`src/avgChain_consts.svh`:
```
`ifndef AVGCHAIN_CONSTS_SVH
`define AVGCHAIN_CONSTS_SVH

// width of the ADC word on X and of the result on Y.
`define SAMPLE_WIDTH 16

// three guard bits, so a sum of eight samples cannot overflow.
`define SUM_WIDTH (`SAMPLE_WIDTH + 3)

// past samples kept; with the current one this gives the window of 8.
`define HIST_DEPTH 7

`endif

```
`src/avgPkg.sv`:
```
`include "avgChain_consts.svh"
`default_nettype none

package avgPkg;

  // ***********************************************************
  // Data words
  // ***********************************************************

  typedef logic signed [`SAMPLE_WIDTH-1:0] sample_t;
  typedef logic signed [`SUM_WIDTH-1:0]    sum_t;   // full-width window sum.

  // ***********************************************************
  // Window selection
  // ***********************************************************

  // the encoding is also the right shift that divides by the window.
  typedef enum logic [1:0]
  {
    AVG1 = 2'd0,
    AVG2 = 2'd1,
    AVG4 = 2'd2,
    AVG8 = 2'd3
  } avgMode_e;

  // ***********************************************************
  // Stage-to-stage beat
  // ***********************************************************

  typedef struct packed
  {
    logic    valid;  // one-cycle strobe.
    sample_t data;   // meaningful only while valid is high.
  } sampleBeat_t;

endpackage

`default_nettype wire

```
`src/avgChain.sv`:
```
`include "avgChain_consts.svh"
`default_nettype none

module avgChain
(
  input  logic             CLK,
  input  logic             CLR,
  input  logic             Sclk,
  input  avgPkg::sample_t  X,
  input  avgPkg::avgMode_e mode,
  input  logic             decim,
  input  logic             OE,
  output avgPkg::sample_t  Y,
  output logic             yValid
);

  avgPkg::sampleBeat_t capBeat;  // captured X, three cycles after Sclk rises.
  avgPkg::sampleBeat_t avgBeat;  // windowed mean, one cycle later.

  // ***********************************************************
  // Capture, average, output
  // ***********************************************************

  sampleCapture capture
  (
    .CLK     (CLK),
    .CLR     (CLR),
    .Sclk    (Sclk),
    .X       (X),
    .capBeat (capBeat)
  );

  movingAverage average
  (
    .CLK     (CLK),
    .CLR     (CLR),
    .mode    (mode),
    .capBeat (capBeat),
    .avgBeat (avgBeat)
  );

  outputStage outStage
  (
    .CLK     (CLK),
    .CLR     (CLR),
    .mode    (mode),
    .decim   (decim),
    .OE      (OE),
    .avgBeat (avgBeat),
    .Y       (Y),
    .yValid  (yValid)
  );

endmodule

`default_nettype wire

```
`src/movingAverage.sv`:
```
`include "avgChain_consts.svh"
`default_nettype none

module movingAverage
(
  input  logic                CLK,
  input  logic                CLR,
  input  avgPkg::avgMode_e    mode,
  input  avgPkg::sampleBeat_t capBeat,
  output avgPkg::sampleBeat_t avgBeat
);

  avgPkg::sample_t hist [`HIST_DEPTH];  // hist[0] holds the newest past sample.
  avgPkg::sum_t    windowSum;
  avgPkg::sum_t    windowMean;
  logic [1:0]      shiftAmt;
  logic [3:0]      tapCount;            // history entries that join the sum.

  // ***********************************************************
  // Window decode
  // ***********************************************************

  always_comb
  begin
    case (mode)
      avgPkg::AVG1:
      begin
        shiftAmt = 2'd0;
        tapCount = 4'd0;
      end
      avgPkg::AVG2:
      begin
        shiftAmt = 2'd1;
        tapCount = 4'd1;
      end
      avgPkg::AVG4:
      begin
        shiftAmt = 2'd2;
        tapCount = 4'd3;
      end
      avgPkg::AVG8:
      begin
        shiftAmt = 2'd3;
        tapCount = 4'd7;
      end
      default:
      begin
        shiftAmt = 2'd0;
        tapCount = 4'd0;
      end
    endcase
  end

  // ***********************************************************
  // Full-width sum and floored mean
  // ***********************************************************

  always_comb
  begin
    windowSum = capBeat.data;  // sign-extended to the sum width.
    for (int i = 0; i < `HIST_DEPTH; i++)
    begin
      if (i < tapCount)
      begin
        windowSum = windowSum + hist[i];
      end
    end
  end

  // arithmetic shift, so the mean rounds toward minus infinity.
  assign windowMean = windowSum >>> shiftAmt;

  // ***********************************************************
  // History and output register
  // ***********************************************************

  always_ff @(posedge CLK or posedge CLR)
  begin
    if (CLR)
    begin
      avgBeat <= '0;
      for (int i = 0; i < `HIST_DEPTH; i++)
      begin
        hist[i] <= '0;  // samples before reset count as zero.
      end
    end
    else
    begin
      avgBeat.valid <= capBeat.valid;
      if (capBeat.valid)
      begin
        avgBeat.data <= windowMean[`SAMPLE_WIDTH-1:0];  // the mean always fits.
        hist[0] <= capBeat.data;
        for (int i = 1; i < `HIST_DEPTH; i++)
        begin
          hist[i] <= hist[i-1];
        end
      end
    end
  end

  // the window is set up during reset and must be a legal code afterwards.
  modeKnown: assert property (
    @(posedge CLK) disable iff (CLR)
    !$isunknown(mode)
  );

endmodule

`default_nettype wire

```
`src/outputStage.sv`:
```
`include "avgChain_consts.svh"
`default_nettype none

module outputStage
(
  input  logic                CLK,
  input  logic                CLR,
  input  avgPkg::avgMode_e    mode,
  input  logic                decim,
  input  logic                OE,
  input  avgPkg::sampleBeat_t avgBeat,
  output avgPkg::sample_t     Y,
  output logic                yValid
);

  logic [2:0] phase;      // position of the next beat inside its window.
  logic [2:0] lastPhase;
  logic       keepBeat;

  always_comb
  begin
    case (mode)
      avgPkg::AVG1: lastPhase = 3'd0;
      avgPkg::AVG2: lastPhase = 3'd1;
      avgPkg::AVG4: lastPhase = 3'd3;
      avgPkg::AVG8: lastPhase = 3'd7;
      default:      lastPhase = 3'd0;
    endcase
  end

  // ***********************************************************
  // Decimation phase
  // ***********************************************************

  always_ff @(posedge CLK or posedge CLR)
  begin
    if (CLR)
    begin
      phase <= 3'd0;
    end
    else if (avgBeat.valid)
    begin
      phase <= (phase == lastPhase) ? 3'd0 : phase + 3'd1;  // runs even with OE low.
    end
  end

  assign keepBeat = avgBeat.valid & (~decim | (phase == 3'd0));

  // ***********************************************************
  // Output register
  // ***********************************************************

  always_ff @(posedge CLK or posedge CLR)
  begin
    if (CLR)
    begin
      Y      <= '0;
      yValid <= 1'b0;
    end
    else if (!OE)
    begin
      Y      <= '0;  // disabled output reads as zero.
      yValid <= 1'b0;
    end
    else
    begin
      yValid <= keepBeat;
      if (keepBeat)
      begin
        Y <= avgBeat.data;
      end
    end
  end

  // a strobe on Y is only ever seen while the output is enabled.
  validNeedsOe: assert property (
    @(posedge CLK) disable iff (CLR)
    yValid |-> OE
  );

endmodule

`default_nettype wire

```
`src/sampleCapture.sv`:
```
`include "avgChain_consts.svh"
`default_nettype none

module sampleCapture
(
  input  logic                CLK,
  input  logic                CLR,
  input  logic                Sclk,
  input  avgPkg::sample_t     X,
  output avgPkg::sampleBeat_t capBeat
);

  logic sclkMeta;  // first flop after the clock crossing.
  logic sclkSync;  // settled copy of Sclk in the CLK domain.
  logic sclkPrev;  // level of sclkSync one cycle earlier.
  logic sclkRise;

  // ***********************************************************
  // Sclk synchronizer and edge detect
  // ***********************************************************

  always_ff @(posedge CLK or posedge CLR)
  begin
    if (CLR)
    begin
      sclkMeta <= 1'b0;
      sclkSync <= 1'b0;
      sclkPrev <= 1'b0;
    end
    else
    begin
      sclkMeta <= Sclk;
      sclkSync <= sclkMeta;
      sclkPrev <= sclkSync;
    end
  end

  assign sclkRise = sclkSync & ~sclkPrev;  // high for one cycle per Sclk period.

  // ***********************************************************
  // Capture of X
  // ***********************************************************

  always_ff @(posedge CLK or posedge CLR)
  begin
    if (CLR)
    begin
      capBeat <= '0;
    end
    else
    begin
      capBeat.valid <= sclkRise;
      if (sclkRise)
      begin
        capBeat.data <= X;  // X has been stable since the Sclk edge.
      end
    end
  end

  // Sclk stays high and low for two cycles each, so strobes are at least three cycles apart.
  capPulseSingle: assert property (
    @(posedge CLK) disable iff (CLR)
    capBeat.valid |=> (!capBeat.valid) [*2]
  );

endmodule

`default_nettype wire
```
`config.mk`:
```
export PLATFORM = sky130hd
export DESIGN_NAME = avgChain
export DESIGN_NICKNAME = d
export VERILOG_FILES = /design/src/avgPkg.sv /design/src/avgChain.sv /design/src/movingAverage.sv /design/src/outputStage.sv /design/src/sampleCapture.sv
export VERILOG_INCLUDE_DIRS = /design/src
export SDC_FILE = /design/constraint.sdc
export NUM_CORES = 1
export LEC_CHECK = 0
export BUFFER_PORTS_ARGS = -buffer_cell sky130_fd_sc_hd__buf_2
export CORE_UTILIZATION = 55
export CTS_BUF_LIST = sky130_fd_sc_hd__clkbuf_8 sky130_fd_sc_hd__clkbuf_16
export DETAILED_ROUTE_END_ITERATION = 12
export PLACE_DENSITY_LB_ADDON = 0.15
export SLEW_MARGIN = 30
export SYNTH_ARGS = -nofsm -noshare
export SYNTH_HDL_FRONTEND = slang
export SYNTH_SLANG_ARGS = --single-unit
```
`constraint.sdc`:
```
create_clock -name CLK -period 10.1 [get_ports CLK]
set_input_delay 2.02 -clock CLK [delete_from_list [all_inputs] [get_ports CLK]]
set_output_delay 2.02 -clock CLK [all_outputs]
set_load 0.03 [all_outputs]
```
-- Yosys cells after proc, flatten, opt, wreduce, memory -nomap -nowiden
Index checks and enable logic that the tools add are counted.
- add/subtract/negate cells: 8
- magnitude comparators: 7
- equality and inequality tests: 5
- shifts and indexed selects: 1
- muxes and demuxes: 14
- bitwise gates (word level): 5
- reduce and logical (&&, ||, !) cells: 2
- operators with widths (kind ; count):
    $mux W19 ; 7
    $add A19 B16 Y19 ; 6
    $mux W16 ; 2
    $sshr A19 B2 Y16 ; 1
    $add A16 B16 Y17 ; 1
    $pmux W4 S4 ; 1
    $lt A3 B4 Y1 const A ; 3
    $pmux W3 S4 ; 1
    $lt A1 B4 Y1 const A ; 2
    $lt A2 B4 Y1 const A ; 2
    $pmux W2 S4 ; 1
    $eq A2 B2 Y1 const B ; 2
    $add A3 B1 Y3 const B ; 1
    $eq A3 B3 Y1 ; 1
    $logic_not A3 Y1 ; 1
    $mux W3 ; 1
    $and A1 B1 Y1 ; 2
    $eq A2 B1 Y1 const B ; 1
    $logic_not A2 Y1 ; 1
    $ne A2 B1 Y1 const B ; 1
    $not A1 Y1 ; 2
    $mux W1 ; 1
    $or A1 B1 Y1 ; 1
- bits in registers: 169
- input bits: 23
- output and inout bits: 17
- word-level logic and storage cells: 59

-- Longest topological paths before layout
Gate-level depths: netlist (run 1).
- depth after elaboration: 17
- depth in mapped cells: 54
- gate-level depth less buffers: 54

-- Hierarchy
From an unflattened synthesis (run 1), not the netlist that was laid out.
- cells, all modules: 1366
- area total of the unflattened synthesis: 13160.1 um^2
- modules (own cells, without submodules) (module ; instances ; cells an instance ; area each (um^2) ; seq. area each (um^2)):
    movingAverage ; 1 ; 1260 ; 11541.1 ; 3228.1
    outputStage ; 1 ; 66 ; 855.8 ; 500.5
    sampleCapture ; 1 ; 40 ; 763.2 ; 500.5

-- Worst setup path after synthesis (run 1)
Ideal clock, no wire load.
- kind: input to register
- start point: in mode[0]
- end point: reg average.avgBeat[15] (netlist name)
- setup time: 70 ps
- data arrival time: 10797 ps
- data required time: 10030 ps
- setup slack: -767 ps
- stages on the path: 51
- path buffers: 3
- cells stage by stage: clkbuf_1 clkinv_1 nand2_1 clkbuf_1 clkbuf_1 nand2_1 o21ai_1 inv_1 ha_1 nand2_1 o21a_1 a21boi_1 o21a_1 or3_1 a31o_2 ha_1 a21o_1 a21oi_1 [... 15 more ...] a21o_1 a21o_1 a21oi_1 nand2_1 o21ai_0 xor2_1 o21ai_0 ha_1 a21o_1 o21ba_2 xor2_1 o21ai_0 ha_1 nor2b_1 o2bb2ai_1 a211o_1 a211oi_2 nand3b_1
- longest elaborated chain between the ends: 17
- elaborated cells on any way between the ends: 27
- those cells by class: add/sub (6); order compare (7); eq/ne (3); shift (1); mux (9); reduce/logical (1)
- ends and longest elaborated chain (element ; RTL line ; source):
    start, declared ; avgChain.sv:10 ; input avgPkg::avgMode_e mode,
    $eq A2 B2 Y1, or another cell as far along ; movingAverage.sv:25 ; case (mode)
    $pmux W4 S4 ; movingAverage.sv:25 ;
    $lt A1 B4 Y1 ; movingAverage.sv:63 ; if (i < tapCount)
    $mux W19 ; movingAverage.sv:63 ;
    $add A19 B16 Y19 ; movingAverage.sv:65 ; windowSum = windowSum + hist[i];
    $mux W19 ; movingAverage.sv:63 ;
    $add A19 B16 Y19 ; movingAverage.sv:65 ;
    $mux W19 ; movingAverage.sv:63 ;
    $add A19 B16 Y19 ; movingAverage.sv:65 ;
    $mux W19 ; movingAverage.sv:63 ;
    $add A19 B16 Y19 ; movingAverage.sv:65 ;
    $mux W19 ; movingAverage.sv:63 ;
    $add A19 B16 Y19 ; movingAverage.sv:65 ;
    $mux W19 ; movingAverage.sv:63 ;
    $add A19 B16 Y19 ; movingAverage.sv:65 ;
    $mux W19 ; movingAverage.sv:63 ;
    $sshr A19 B2 Y16 (*) ; movingAverage.sv:71 ; assign windowMean = windowSum >>> shiftAmt;
Every way passes the cells marked *; elsewhere a longest branch is shown, timed or not. The select of a mux whose other input is x is not followed.
A chain may end at the register's enable or synchronous reset.

-- Worst setup path in the final report (run 1)
- start point: in mode[1]
- end point: reg average.avgBeat[14] (netlist name)
- longest elaborated chain between the ends: 17
- elaborated cells on any way between the ends: 27
- those cells by class: add/sub (6); order compare (7); eq/ne (3); shift (1); mux (9); reduce/logical (1)
- ends and longest elaborated chain (element ; RTL line):
    $eq A2 B2 Y1, or another cell as far along ; movingAverage.sv:25
    $pmux W4 S4 ; movingAverage.sv:25
    $lt A1 B4 Y1 ; movingAverage.sv:63
    $mux W19 ; movingAverage.sv:63
    $add A19 B16 Y19 ; movingAverage.sv:65
    $mux W19 ; movingAverage.sv:63
    $add A19 B16 Y19 ; movingAverage.sv:65
    $mux W19 ; movingAverage.sv:63
    $add A19 B16 Y19 ; movingAverage.sv:65
    $mux W19 ; movingAverage.sv:63
    $add A19 B16 Y19 ; movingAverage.sv:65
    $mux W19 ; movingAverage.sv:63
    $add A19 B16 Y19 ; movingAverage.sv:65
    $mux W19 ; movingAverage.sv:63
    $add A19 B16 Y19 ; movingAverage.sv:65
    $mux W19 ; movingAverage.sv:63
    $sshr A19 B2 Y16 (*) ; movingAverage.sv:71
Marked as above.

==> results.rst, run 1 <==
.. list-table::
   :header-rows: 1

   * - Metric
     - Value
   * - Status
     - finished clean
   * - Buffer depth of the longest clock path
     - 2
   * - Mean area per synthesized cell
     - 9.454 um^2
   * - Leftover overflow at the end of global routing
     - 0
   * - Number of setup violations in the final report
     - 0
   * - Final non-filler cell total
     - 2023
   * - Number of pins with negative max-slew slack in the final report
     - 0
   * - Total via count after detailed routing
     - 12.01k
   * - Most frequent cell on the critical path
     - sky130_fd_sc_hd__buf_4
   * - Most used standard cells in the synthesized netlist
     - 169 x sky130_fd_sc_hd__dfrtp_1, 128 x sky130_fd_sc_hd__mux2_2, 126 x sky130_fd_sc_hd__ha_1
   * - Die Area
     - 25090 um^2
   * - Number of antenna violations at the first check in global routing
     - 0
   * - Clk sinks
     - 169
   * - Maximum number of pins on one net before global-route repair
     - 93
   * - Routed Wire Length
     - 37.91 mm
   * - Max Cap Viol
     - 0
   * - Inserted Diodes
     - 0
   * - RD Place Congestion
     - 0.9221
   * - IO Pins
     - 40
   * - Area used by multi-input combinational logic
     - 9723 um^2
   * - Final hold vios
     - 0
   * - Area contributors post-synth
     - sky130_fd_sc_hd__dfrtp_1 31%, sky130_fd_sc_hd__ha_1 12%, sky130_fd_sc_hd__mux2_2 11%, sky130_fd_sc_hd__xnor2_1 3.8%, sky130_fd_sc_hd__a21oi_1 3.8%
   * - Cell area after placement
     - 15660 um^2
   * - Class of the tightest hold or removal check
     - flip-flop to flip-flop
   * - Largest fanout on the critical path
     - 5
   * - Pre-Repair DR Iteration Count
     - 5
   * - Endpoint type of the worst setup path
     - flip-flop
   * - Root Buffer Master
     - sky130_fd_sc_hd__clkbuf_16
   * - Average routed wire per standard cell
     - 18.74 um
   * - Number of unique standard cell types used by synthesis
     - 83
   * - Synthesis-to-layout area growth
     - 29.16%
   * - Fill cell count
     - 1717
   * - Starting density of the core
     - 0.5664
   * - Final period utilization
     - 0.9951
   * - Drt initial violations
     - 910
   * - Number of rows created at floorplan
     - 56
   * - Hold Buf Count CTS
     - 0
   * - Post-synthesis net count
     - 1579
   * - Vias in the first global route
     - 11.58k
   * - Overall die width
     - 158.4 um
   * - Sequential-to-total area share from yosys stat
     - 0.3144
   * - Hold path depth
     - 0
   * - GR Util All Layers
     - 0.2971
   * - Seq cells post-synth
     - 169
   * - # nets final
     - 1847
   * - Global-route wire length before repair
     - 57.84 mm
   * - HPWL Detailed
     - 26.27 mm
   * - Clock tree from TritonCTS
     - yes
   * - Setup Skew
     - 0.01210 ns
   * - Beginning of the worst hold path
     - capture.sclkMeta
   * - Number of nets with antenna violations after detailed routing
     - 0
   * - Post-synthesis async set-or-reset flop share
     - 1.000
   * - Kind of start point of the critical path
     - primary input
   * - RSZ-0062 raised after global routing
     - true
   * - Setup slack of the most critical reg-to-reg path
     - 0.34 ns
   * - Cell Area, Synth
     - 13450 um^2
   * - Post-CTS clock slew at the launch and capture registers of the worst setup and hold paths
     - 0.08 ns
   * - Relative max-transition margin
     - 0.3779
   * - Sum of negative setup slack
     - 0 ns
   * - Vertical extent of the die
     - 158.4 um
   * - CP max stage delay
     - 0.39 ns
   * - Number of enable flip-flop cells after synthesis
     - 0
   * - Area used by sequential logic in the layout
     - 4233 um^2
   * - Worst reg2reg startpoint
     - average.hist[96]
   * - Final instance area
     - 17380 um^2
   * - Maximum achievable frequency
     - 0.09950 GHz
   * - Category of the most critical setup path
     - primary input to flip-flop
   * - Worst Tran Pin Value
     - 0.9331 ns
   * - Critical path data required time
     - 10.43 ns
   * - Area of the core
     - 23750 um^2
   * - Instance count after placement with tap cells included
     - 1951
   * - Number of cells produced by synthesis
     - 1423
   * - Count of H-tree levels built during CTS
     - 4
   * - Cell type of the slowest stage on the worst timing path
     - sky130_fd_sc_hd__o41a_1
   * - Arrival time reported for the critical path endpoint
     - 10.38 ns
   * - Reg2reg path depth
     - 50
   * - Worst Hold End
     - capture.sclkSync
   * - DRC violations left
     - 0
   * - Leading cell type by number of instances after synthesis
     - sky130_fd_sc_hd__dfrtp_1
   * - Cts bufs inserted
     - 17
   * - Synth top area share
     - 0.3144
   * - Clock period minus final worst setup slack
     - 10.05 ns
   * - Ys flop type
     - sky130_fd_sc_hd__dfrtp_1
   * - Reg-to-reg endpoint
     - average.avgBeat[14]
   * - Area leader, netlist
     - sky130_fd_sc_hd__dfrtp_1
   * - # port buffers
     - 39
   * - Via-per-instance ratio
     - 5.934
   * - Yosys Warn Count
     - 0
   * - Proportion of layout cells with a drive suffix above 1
     - 0.3756
   * - Clock insertion delay at the later pin of the skew report
     - 0.44 ns
## area by class of cell
| class | count | area share |
|---|---|---|
| Clock buffer | 17 | 0.02448 |
| Sequential cell | 169 | 0.2436 |
| Inverter | 67 | 0.01527 |
| Timing Repair Buffer | 294 | 0.1274 |
| Clock inverter | 15 | 0.006697 |
| Multi-Input combinational cell | 1142 | 0.5596 |
| Tap cell | 319 | 0.02297 |
## metal layers
layer	up-vias	routed length (um)	GRT usage
met3	60	1407	0.03566
met4	0	990	0.1012
li1	5746	-	-
met5	-	0	0
met2	314	18910	0.5173
met1	5885	16600	0.3796
## per-stage QoR
| step | setup WS (ns) | util | hold slack [ns] |
|---|---|---|---|
| floorplan | 0.01939 | - | 0.3312 |
| global placement | -0.2619 | 0.6590 | 0.3389 |
| detailed placement | -0.6707 | 0.6591 | 0.3443 |
| CTS | 0.002317 | 0.6833 | 0.3620 |
| global route | -0.2916 | 0.7315 | 0.3664 |
| finish | 0.04937 | 0.7315 | 0.3587 |
## flip-flops by register name (all words and copies together) (netlist names)
| register | count |
|---|---|
| outStage.phase | 3 |
| outStage.yValid | 1 |
| capture.sclkSync | 1 |
| capture.sclkPrev | 1 |
| capture.sclkMeta | 1 |
| outStage.Y | 16 |
| average.hist | 112 |
| capture.capBeat | 17 |
| average.avgBeat | 17 |
## cells in the final DEF, fill, tap and decap left out, drive strengths merged, types with 20 or more instances in the layout
| cell | synthesis | final |
|---|---|---|
| mux2i | 28 | 28 |
| nand2b | 21 | 21 |
| xor2 | 29 | 29 |
| o21ai | 119 | 119 |
| nand2 | 100 | 101 |
| buf | 7 | 293 |
| a21o | 58 | 58 |
| dfrtp | 169 | 169 |
| o21a | 20 | 20 |
| mux2 | 128 | 128 |
| ha | 126 | 126 |
| inv | 66 | 72 |
| xnor2 | 59 | 59 |
| nor2b | 29 | 29 |
| nor3 | 28 | 28 |
| nor2 | 64 | 64 |
| nand3 | 24 | 24 |
| a21oi | 103 | 103 |
## cell families (layout without fill, tap and decap cells)
logic type | count (synthesis) | in the layout | synth area share
AO/OA/AOI/OAI | 428 | 428 | 0.2118
AND/OR/NAND/NOR | 332 | 333 | 0.1228
flip-flops | 169 | 169 | 0.3144
multiplexers | 160 | 160 | 0.1347
adder cells (fa/ha/maj) | 133 | 133 | 0.1276
buffers and inverters | 113 | 393 | 0.03153
XOR/XNOR | 88 | 88 | 0.05729
## worst max-delay path by stage
stage,startpoint,end,slack (ns),cells after the start
3_5_place_dp,mode[1],average.avgBeat[15],-0.67,50
5_1_grt,mode[1],average.avgBeat[15],-0.29,47
6_report,mode[1],average.avgBeat[14],0.05,47
3_3_place_gp,mode[1],average.avgBeat[15],-0.26,45
4_1_cts,mode[1],average.avgBeat[15],0.002,47
2_1_floorplan,mode[0],average.avgBeat[15],0.02,50
## critical path: cells and delay by family
kind / cells / cell delay, ns
fa+ha+maj: 6 / 1.65
compound gates: 19 / 3.64
xor+xnor: 4 / 0.69
buf+inv: 9 / 1.22
mux: 1 / 0.27
simple gates: 8 / 0.86
## repair_timing
action | in CTS | in global routing
setup endpoints to repair | 4 | 8
gates cloned | 0 | 1
buffers inserted | 0 | 38
resized for setup | 8 | 173
pin swaps | 0 | 100
Power of run 1 is left out: the tool's default activity adds up to more than one toggle a clock period on the data nets, which glitch-free logic cannot reach.
==> inputs of run 2 (changes only) <==
Settings changed: ABC_AREA set to 1.
==> run 2 against run 1 <==
Flip-flop and latch count did not move; clock-buffer cell count up 3; die area up 1.9%; worst hold slack gained 0.0049 ns; utilization decreased by 0.31 points; synthesized area rose by 1.9%; via count is 20% higher; critical endpoint is now average.avgBeat[15]; largest cell class unchanged; highest routed layer unchanged.
==> results.rst, run 2 <==
.. list-table::
   :header-rows: 1

   * - Metric
     - Value
   * - Status
     - finished clean
   * - Clock period minus final worst setup slack
     - 9.982 ns
   * - Number of setup violations in the final report
     - 0
   * - Area of the core
     - 24390 um^2
   * - Pre-Repair DR Iteration Count
     - 6
   * - Post-CTS clock slew at the launch and capture registers of the worst setup and hold paths
     - 0.07 ns
   * - Leftover overflow at the end of global routing
     - 0
   * - Hold_ws
     - 0.3636 ns
   * - Count of H-tree levels built during CTS
     - 4
   * - Inserted Diodes
     - 0
   * - Number of enable flip-flop cells after synthesis
     - 0
   * - Reg2reg path depth
     - 57
   * - Post-synthesis async set-or-reset flop share
     - 1.000
   * - Number of unique standard cell types used by synthesis
     - 58
   * - Worst Tran Pin Value
     - 0.8350 ns
   * - Worst reg2reg startpoint
     - capture.capBeat[0]
   * - Arrival time reported for the critical path endpoint
     - 10.31 ns
   * - Mean area per synthesized cell
     - 6.928 um^2
   * - Number of rows created at floorplan
     - 57
   * - Seq cells post-synth
     - 169
   * - Clock insertion delay at the later pin of the skew report
     - 0.44 ns
   * - Vias in the first global route
     - 13.62k
   * - GR Util All Layers
     - 0.3205
   * - # port buffers
     - 39
   * - Cell type of the slowest stage on the worst timing path
     - sky130_fd_sc_hd__ha_1
   * - Buffer depth of the longest clock path
     - 2
   * - Fill cell count
     - 1928
   * - IR Drop Worst-Case VDD
     - 167.0 uV
   * - RSZ-0062 raised after global routing
     - true
   * - Largest fanout on the critical path
     - 8
   * - Yosys Warn Count
     - 0
   * - Synthesis-to-layout area growth
     - 29.59%
   * - Relative max-transition margin
     - 0.4434
   * - Post-synthesis net count
     - 2135
   * - Cts bufs inserted
     - 17
   * - Number of flip-flops in the largest register
     - 112
   * - Critical path data required time
     - 10.43 ns
   * - Leading cell types in the layout, fill and taps excluded
     - 578 x sky130_fd_sc_hd__nand2_1, 247 x sky130_fd_sc_hd__buf_4, 198 x sky130_fd_sc_hd__inv_1
   * - Final period utilization
     - 0.9883
   * - Cell Area, Synth
     - 13710 um^2
   * - Sequential-to-total area share from yosys stat
     - 0.3085
   * - Clk sinks
     - 169
   * - Setup Skew
     - 0.01501 ns
   * - Area used by multi-input combinational logic
     - 9483 um^2
   * - Synth top area share
     - 0.3085
   * - Number of antenna violations at the first check in global routing
     - 0
   * - Leading cell type by number of instances after synthesis
     - sky130_fd_sc_hd__nand2_1
   * - Average routed wire per standard cell
     - 16.73 um
   * - Global-route wire length before repair
     - 65.60 mm
   * - Maximum number of pins on one net before global-route repair
     - 110
   * - Category of the most critical setup path
     - primary input to flip-flop
   * - Area used by sequential logic in the layout
     - 4233 um^2
   * - Proportion of layout cells with a drive suffix above 1
     - 0.2585
   * - RD Place Congestion
     - 0.9266
   * - CP max stage delay
     - 0.38 ns
   * - Hold path depth
     - 0
   * - Root Buffer Master
     - sky130_fd_sc_hd__clkbuf_16
   * - # nets final
     - 2391
   * - Most used standard cells in the synthesized netlist
     - 604 x sky130_fd_sc_hd__nand2_1, 213 x sky130_fd_sc_hd__inv_1, 174 x sky130_fd_sc_hd__a21oi_1
   * - Total Power
     - 0.005446 W
   * - Register name with the most flops
     - average.hist
   * - Drt initial violations
     - 1093
   * - Endpoint type of the worst setup path
     - flip-flop
   * - Power density cells
     - 306.5 nW/um^2
   * - Ys flop type
     - sky130_fd_sc_hd__dfrtp_1
   * - Maximum achievable frequency
     - 0.1002 GHz
   * - Class of the tightest hold or removal check
     - flip-flop to flip-flop
   * - Area contributors post-synth
     - sky130_fd_sc_hd__dfrtp_1 31%, sky130_fd_sc_hd__nand2_1 17%, sky130_fd_sc_hd__ha_1 11%, sky130_fd_sc_hd__a21oi_1 6.4%, sky130_fd_sc_hd__inv_1 5.8%
   * - Number of nets with antenna violations after detailed routing
     - 0
   * - Beginning of the worst hold path
     - capture.sclkMeta
   * - Overall die width
     - 159.9 um
   * - HPWL Detailed
     - 29.63 mm
   * - Starting density of the core
     - 0.5621
   * - Routed Wire Length
     - 43.03 mm
   * - DRC violations left
     - 0
   * - IO Pins
     - 40
   * - Kind of start point of the critical path
     - primary input
   * - Total via count after detailed routing
     - 14.36k
   * - P_leak
     - 9.324 nW
   * - Vertical extent of the die
     - 159.9 um
   * - Die Area
     - 25560 um^2
   * - Crit path launch
     - mode[1]
   * - Final hold vios
     - 0
   * - Area leader, netlist
     - sky130_fd_sc_hd__dfrtp_1
   * - Via-per-instance ratio
     - 5.581
   * - Biggest regs
     - average.hist: 112 flops, average.avgBeat: 17 flops, capture.capBeat: 17 flops
   * - Most common cell after layout, fill and taps aside
     - sky130_fd_sc_hd__nand2_1
   * - Max Cap Viol
     - 0
   * - Clock tree from TritonCTS
     - yes
   * - Number of pins with negative max-slew slack in the final report
     - 0
   * - Number of cells produced by synthesis
     - 1979
==> run 2: cell types whose count changed after synthesis, sizes merged, moves of 21 or more <==
| cell | before | now |
|---|---|---|
| mux2i | 28 | 0 |
| o21ai | 119 | 175 |
| xnor2 | 59 | 19 |
| a21o | 58 | 11 |
| nor2b | 29 | 0 |
| a21oi | 103 | 176 |
| nand2 | 100 | 615 |
| inv | 66 | 224 |
| mux2 | 128 | 0 |
| nand3 | 24 | 106 |
| nor2 | 64 | 116 |
| nand2b | 21 | 0 |
==> run 2: final timing paths <==
kind	endpoint	slack (ns)
worst max-delay path	average.avgBeat[15]	0.12
worst min-delay path	capture.sclkSync	0.36
worst max register to register	average.avgBeat[10]	0.64
worst min register to register	capture.sclkSync	0.36
max in group asynchronous	average.hist[29]	7.02
min in group asynchronous	capture.sclkPrev	1.68
==> run 2: stage by stage <==
step / TNS [ns] / utilization / instance area, um^2 / worst slack [ns] / instances
finish: 0 / 0.7284 / 17770 / 0.1178 / 2572
global route: -2.139 / 0.7284 / 17770 / -0.3419 / 2572
CTS: 0 / 0.6715 / 16380 / 0.03858 / 2541
detailed placement: -3.012 / 0.6471 / 15780 / -0.4864 / 2509
global placement: -1.750 / 0.6470 / 15780 / -0.3389 / 2509
floorplan: 0 / - / 13720 / 0.07247 / 1979
==> run 2: cell type report <==
class | count | share of cell area
tap | 324 | 0.02282
multi-input combinational | 1526 | 0.5337
clock buffer | 20 | 0.02627
timing repair buffer | 295 | 0.1230
sequential | 169 | 0.2382
clock inverter | 12 | 0.007324
inverter | 226 | 0.04866
==> run 2: metal layers <==
layer	up-vias	global-route usage	part of all wire
met5	-	0	0
met4	0	0.1515	0.047
met3	117	0.03506	0.053
met2	496	0.5522	0.48
met1	6703	0.4029	0.42
li1	7039	-	-
==> run 2: cells by family (layout without fill, tap and decap cells) <==
group	Yosys count	after routing	share of synthesized area
xor+xnor	51	51	0.03258
simple gates	901	901	0.2735
flops	169	169	0.3085
fa+ha+maj	133	133	0.1252
buf+inv	284	553	0.07912
compound gates	441	441	0.1811
==> run 2: power breakdown <==
| group | leakage, nW | internal [W] | total [W] | switching [W] |
|---|---|---|---|---|
| clock network | 0.292 | 0.000368 | 0.000684 | 0.000316 |
| registers | 2.19 | 0.000801 | 0.000924 | 0.000123 |
| logic | 6.84 | 0.00175 | 0.00384 | 0.00209 |
==> run 2: repair_timing <==
item,in CTS,in global routing
buffers inserted,0,32
hold buffers,0,0
endpoints found under the setup margin,3,11
resized for setup,2,272
pin swaps,0,164
gates cloned,0,0
endpoints found under the hold margin,0,0
==> run 2: critical path, delay by kind of cell <==
family / cells / cell delay [ns]
adder cells (fa/ha/maj): 6 / 1.94
AO/OA/AOI/OAI: 20 / 3.13
XOR/XNOR: 4 / 0.61
buffers and inverters: 12 / 1.36
AND/OR/NAND/NOR: 13 / 1.19
Power figures use the tool's default switching activity.
==> inputs of run 3 (changes only) <==
Settings changed: PLACE_DENSITY_LB_ADDON 0.15 to 0.2.
==> run 3 against run 2 <==
Clock power is 5.1% higher; non-clock buffer count decreased by 28; maximum frequency down 0.56%; final area shrank 3.1%; die area did not move.
==> results.rst, run 3 (synthesis gave the netlist of run 2 again) <==
.. list-table::
   :header-rows: 1

   * - Metric
     - Value
   * - Clock period minus final worst setup slack
     - 10.04 ns
   * - Maximum achievable frequency
     - 0.09961 GHz
   * - Proportion of layout cells with a drive suffix above 1
     - 0.2279
   * - Area of the core
     - 24390 um^2
   * - Max Cap Viol
     - 0
   * - Maximum number of pins on one net before global-route repair
     - 73
   * - Hold path depth
     - 0
   * - Inserted Diodes
     - 0
   * - Status
     - finished clean
   * - Final hold vios
     - 0
   * - # port buffers
     - 39
   * - DRC violations left
     - 0
   * - Hold_ws
     - 0.3617 ns
   * - Routed Wire Length
     - 41.36 mm
   * - Vertical extent of the die
     - 159.9 um
   * - Average routed wire per standard cell
     - 16.26 um
   * - Most common cell after layout, fill and taps aside
     - sky130_fd_sc_hd__nand2_1
   * - Endpoint type of the worst setup path
     - flip-flop
   * - Number of setup violations in the final report
     - 0
   * - Pre-Repair DR Iteration Count
     - 7
   * - Clk sinks
     - 169
   * - Root Buffer Master
     - sky130_fd_sc_hd__clkbuf_16
   * - Fill cell count
     - 2007
   * - Vias in the first global route
     - 13.54k
   * - HPWL Detailed
     - 29.67 mm
   * - Area used by sequential logic in the layout
     - 4233 um^2
   * - Via-per-instance ratio
     - 5.527
   * - RD Place Congestion
     - 0.9650
   * - RSZ-0062 raised after global routing
     - true
   * - Post-CTS clock slew at the launch and capture registers of the worst setup and hold paths
     - 0.07 ns
   * - Arrival time reported for the critical path endpoint
     - 10.40 ns
   * - Total via count after detailed routing
     - 14.06k
   * - Overall die width
     - 159.9 um
   * - Number of rows created at floorplan
     - 57
   * - Critical path data required time
     - 10.46 ns
   * - GR Util All Layers
     - 0.3160
   * - Die Area
     - 25560 um^2
   * - Category of the most critical setup path
     - primary input to flip-flop
   * - Synthesis-to-layout area growth
     - 25.57%
   * - Clock tree from TritonCTS
     - yes
   * - Relative max-transition margin
     - 0.4409
   * - Number of antenna violations at the first check in global routing
     - 0
   * - Largest fanout on the critical path
     - 24
   * - Setup Skew
     - 0.01318 ns
   * - Biggest regs
     - average.hist: 112 flops, average.avgBeat: 17 flops, capture.capBeat: 17 flops
   * - Buffer depth of the longest clock path
     - 2
   * - Cts bufs inserted
     - 17
   * - Global-route wire length before repair
     - 64.85 mm
   * - Count of H-tree levels built during CTS
     - 4
   * - Number of flip-flops in the largest register
     - 112
   * - IR Drop Worst-Case VDD
     - 167.3 uV
   * - Core Util, Final
     - 0.7059
   * - Kind of start point of the critical path
     - primary input
   * - P_leak
     - 9.123 nW
   * - Leftover overflow at the end of global routing
     - 0
   * - IO Pins
     - 40
   * - Class of the tightest hold or removal check
     - flip-flop to flip-flop
   * - # nets final
     - 2363
   * - Starting density of the core
     - 0.5621
   * - Clock insertion delay at the later pin of the skew report
     - 0.44 ns
   * - Register name with the most flops
     - average.hist
   * - Number of nets with antenna violations after detailed routing
     - 0
   * - Reg2reg path depth
     - 59
   * - Final period utilization
     - 0.9939
   * - Leading cell types in the layout, fill and taps excluded
     - 585 x sky130_fd_sc_hd__nand2_1, 226 x sky130_fd_sc_hd__buf_4, 206 x sky130_fd_sc_hd__inv_1
   * - Power density cells
     - 301.5 nW/um^2
   * - Area used by multi-input combinational logic
     - 9169 um^2
   * - Worst Tran Pin Value
     - 0.8386 ns
   * - Number of pins with negative max-slew slack in the final report
     - 0
   * - Cell type of the slowest stage on the worst timing path
     - sky130_fd_sc_hd__ha_1
   * - CP max stage delay
     - 0.38 ns
   * - Drt initial violations
     - 1167
==> run 3: worst paths after layout <==
kind	startpoint	slack, ns	endpoint
min in group asynchronous	CLR	1.59	capture.sclkMeta
worst min-delay path	capture.sclkMeta	0.36	capture.sclkSync
worst max-delay path	mode[1]	0.06	average.avgBeat[14]
worst max register to register	capture.capBeat[0]	0.44	average.avgBeat[14]
max in group asynchronous	CLR	6.52	average.hist[24]
worst min register to register	capture.sclkMeta	0.36	capture.sclkSync
==> run 3: worst max-delay path, delay by kind of cell <==
| kind | cells | cell delay [ns] |
|---|---|---|
| adder cells (fa/ha/maj) | 6 | 1.98 |
| XOR/XNOR | 3 | 0.51 |
| AO/OA/AOI/OAI | 19 | 2.90 |
| AND/OR/NAND/NOR | 18 | 1.96 |
| buffers and inverters | 10 | 0.99 |
==> run 3: where the power goes <==
group          total (W)  internal, W  switching [W]
clock network   0.000719     0.000411       0.000307
logic            0.00355      0.00158        0.00197
registers       0.000921     0.000801       0.000119
total            0.00519      0.00280        0.00239
==> run 3: cell type report <==
type / instances / share of cell area
inverter: 226 / 0.04978
clock buffer: 19 / 0.02631
tap: 324 / 0.02355
sequential: 169 / 0.2459
multi-input combinational: 1526 / 0.5326
timing repair buffer: 267 / 0.1114
clock inverter: 13 / 0.01054
==> run 3: metrics by stage <==
| step | setup TNS (ns) | setup WS (ns) | power, W | area [um^2] | std cells |
|---|---|---|---|---|---|
| after detailed placement | -2.380 | -0.5169 | 0.003983 | 15700 | 2498 |
| after global routing | -1.344 | -0.3327 | 0.005594 | 17220 | 2544 |
| after global placement | -1.186 | -0.2734 | 0.003894 | 15700 | 2498 |
| after floorplan | 0 | 0.07247 | 0.002810 | 13720 | 1979 |
| after CTS | 0 | 0.04102 | 0.004731 | 16350 | 2530 |
| final | 0 | 0.06122 | 0.005191 | 17220 | 2544 |
==> run 3: per-layer routing <==
layer,vias up,track usage,routed length (um)
li1,6961,-,-
met1,6531,0.3918,17640
met2,436,0.5629,19910
met3,132,0.03091,1922
met4,0,0.1290,1883
met5,-,0,0
==> run 3: repair_timing <==
| action | in CTS | in global routing |
|---|---|---|
| buffers inserted | 0 | 14 |
| gates resized for setup | 3 | 184 |
| pin swaps | 0 | 102 |
| setup endpoints to repair | 1 | 12 |
| hold buffers | 0 | 0 |
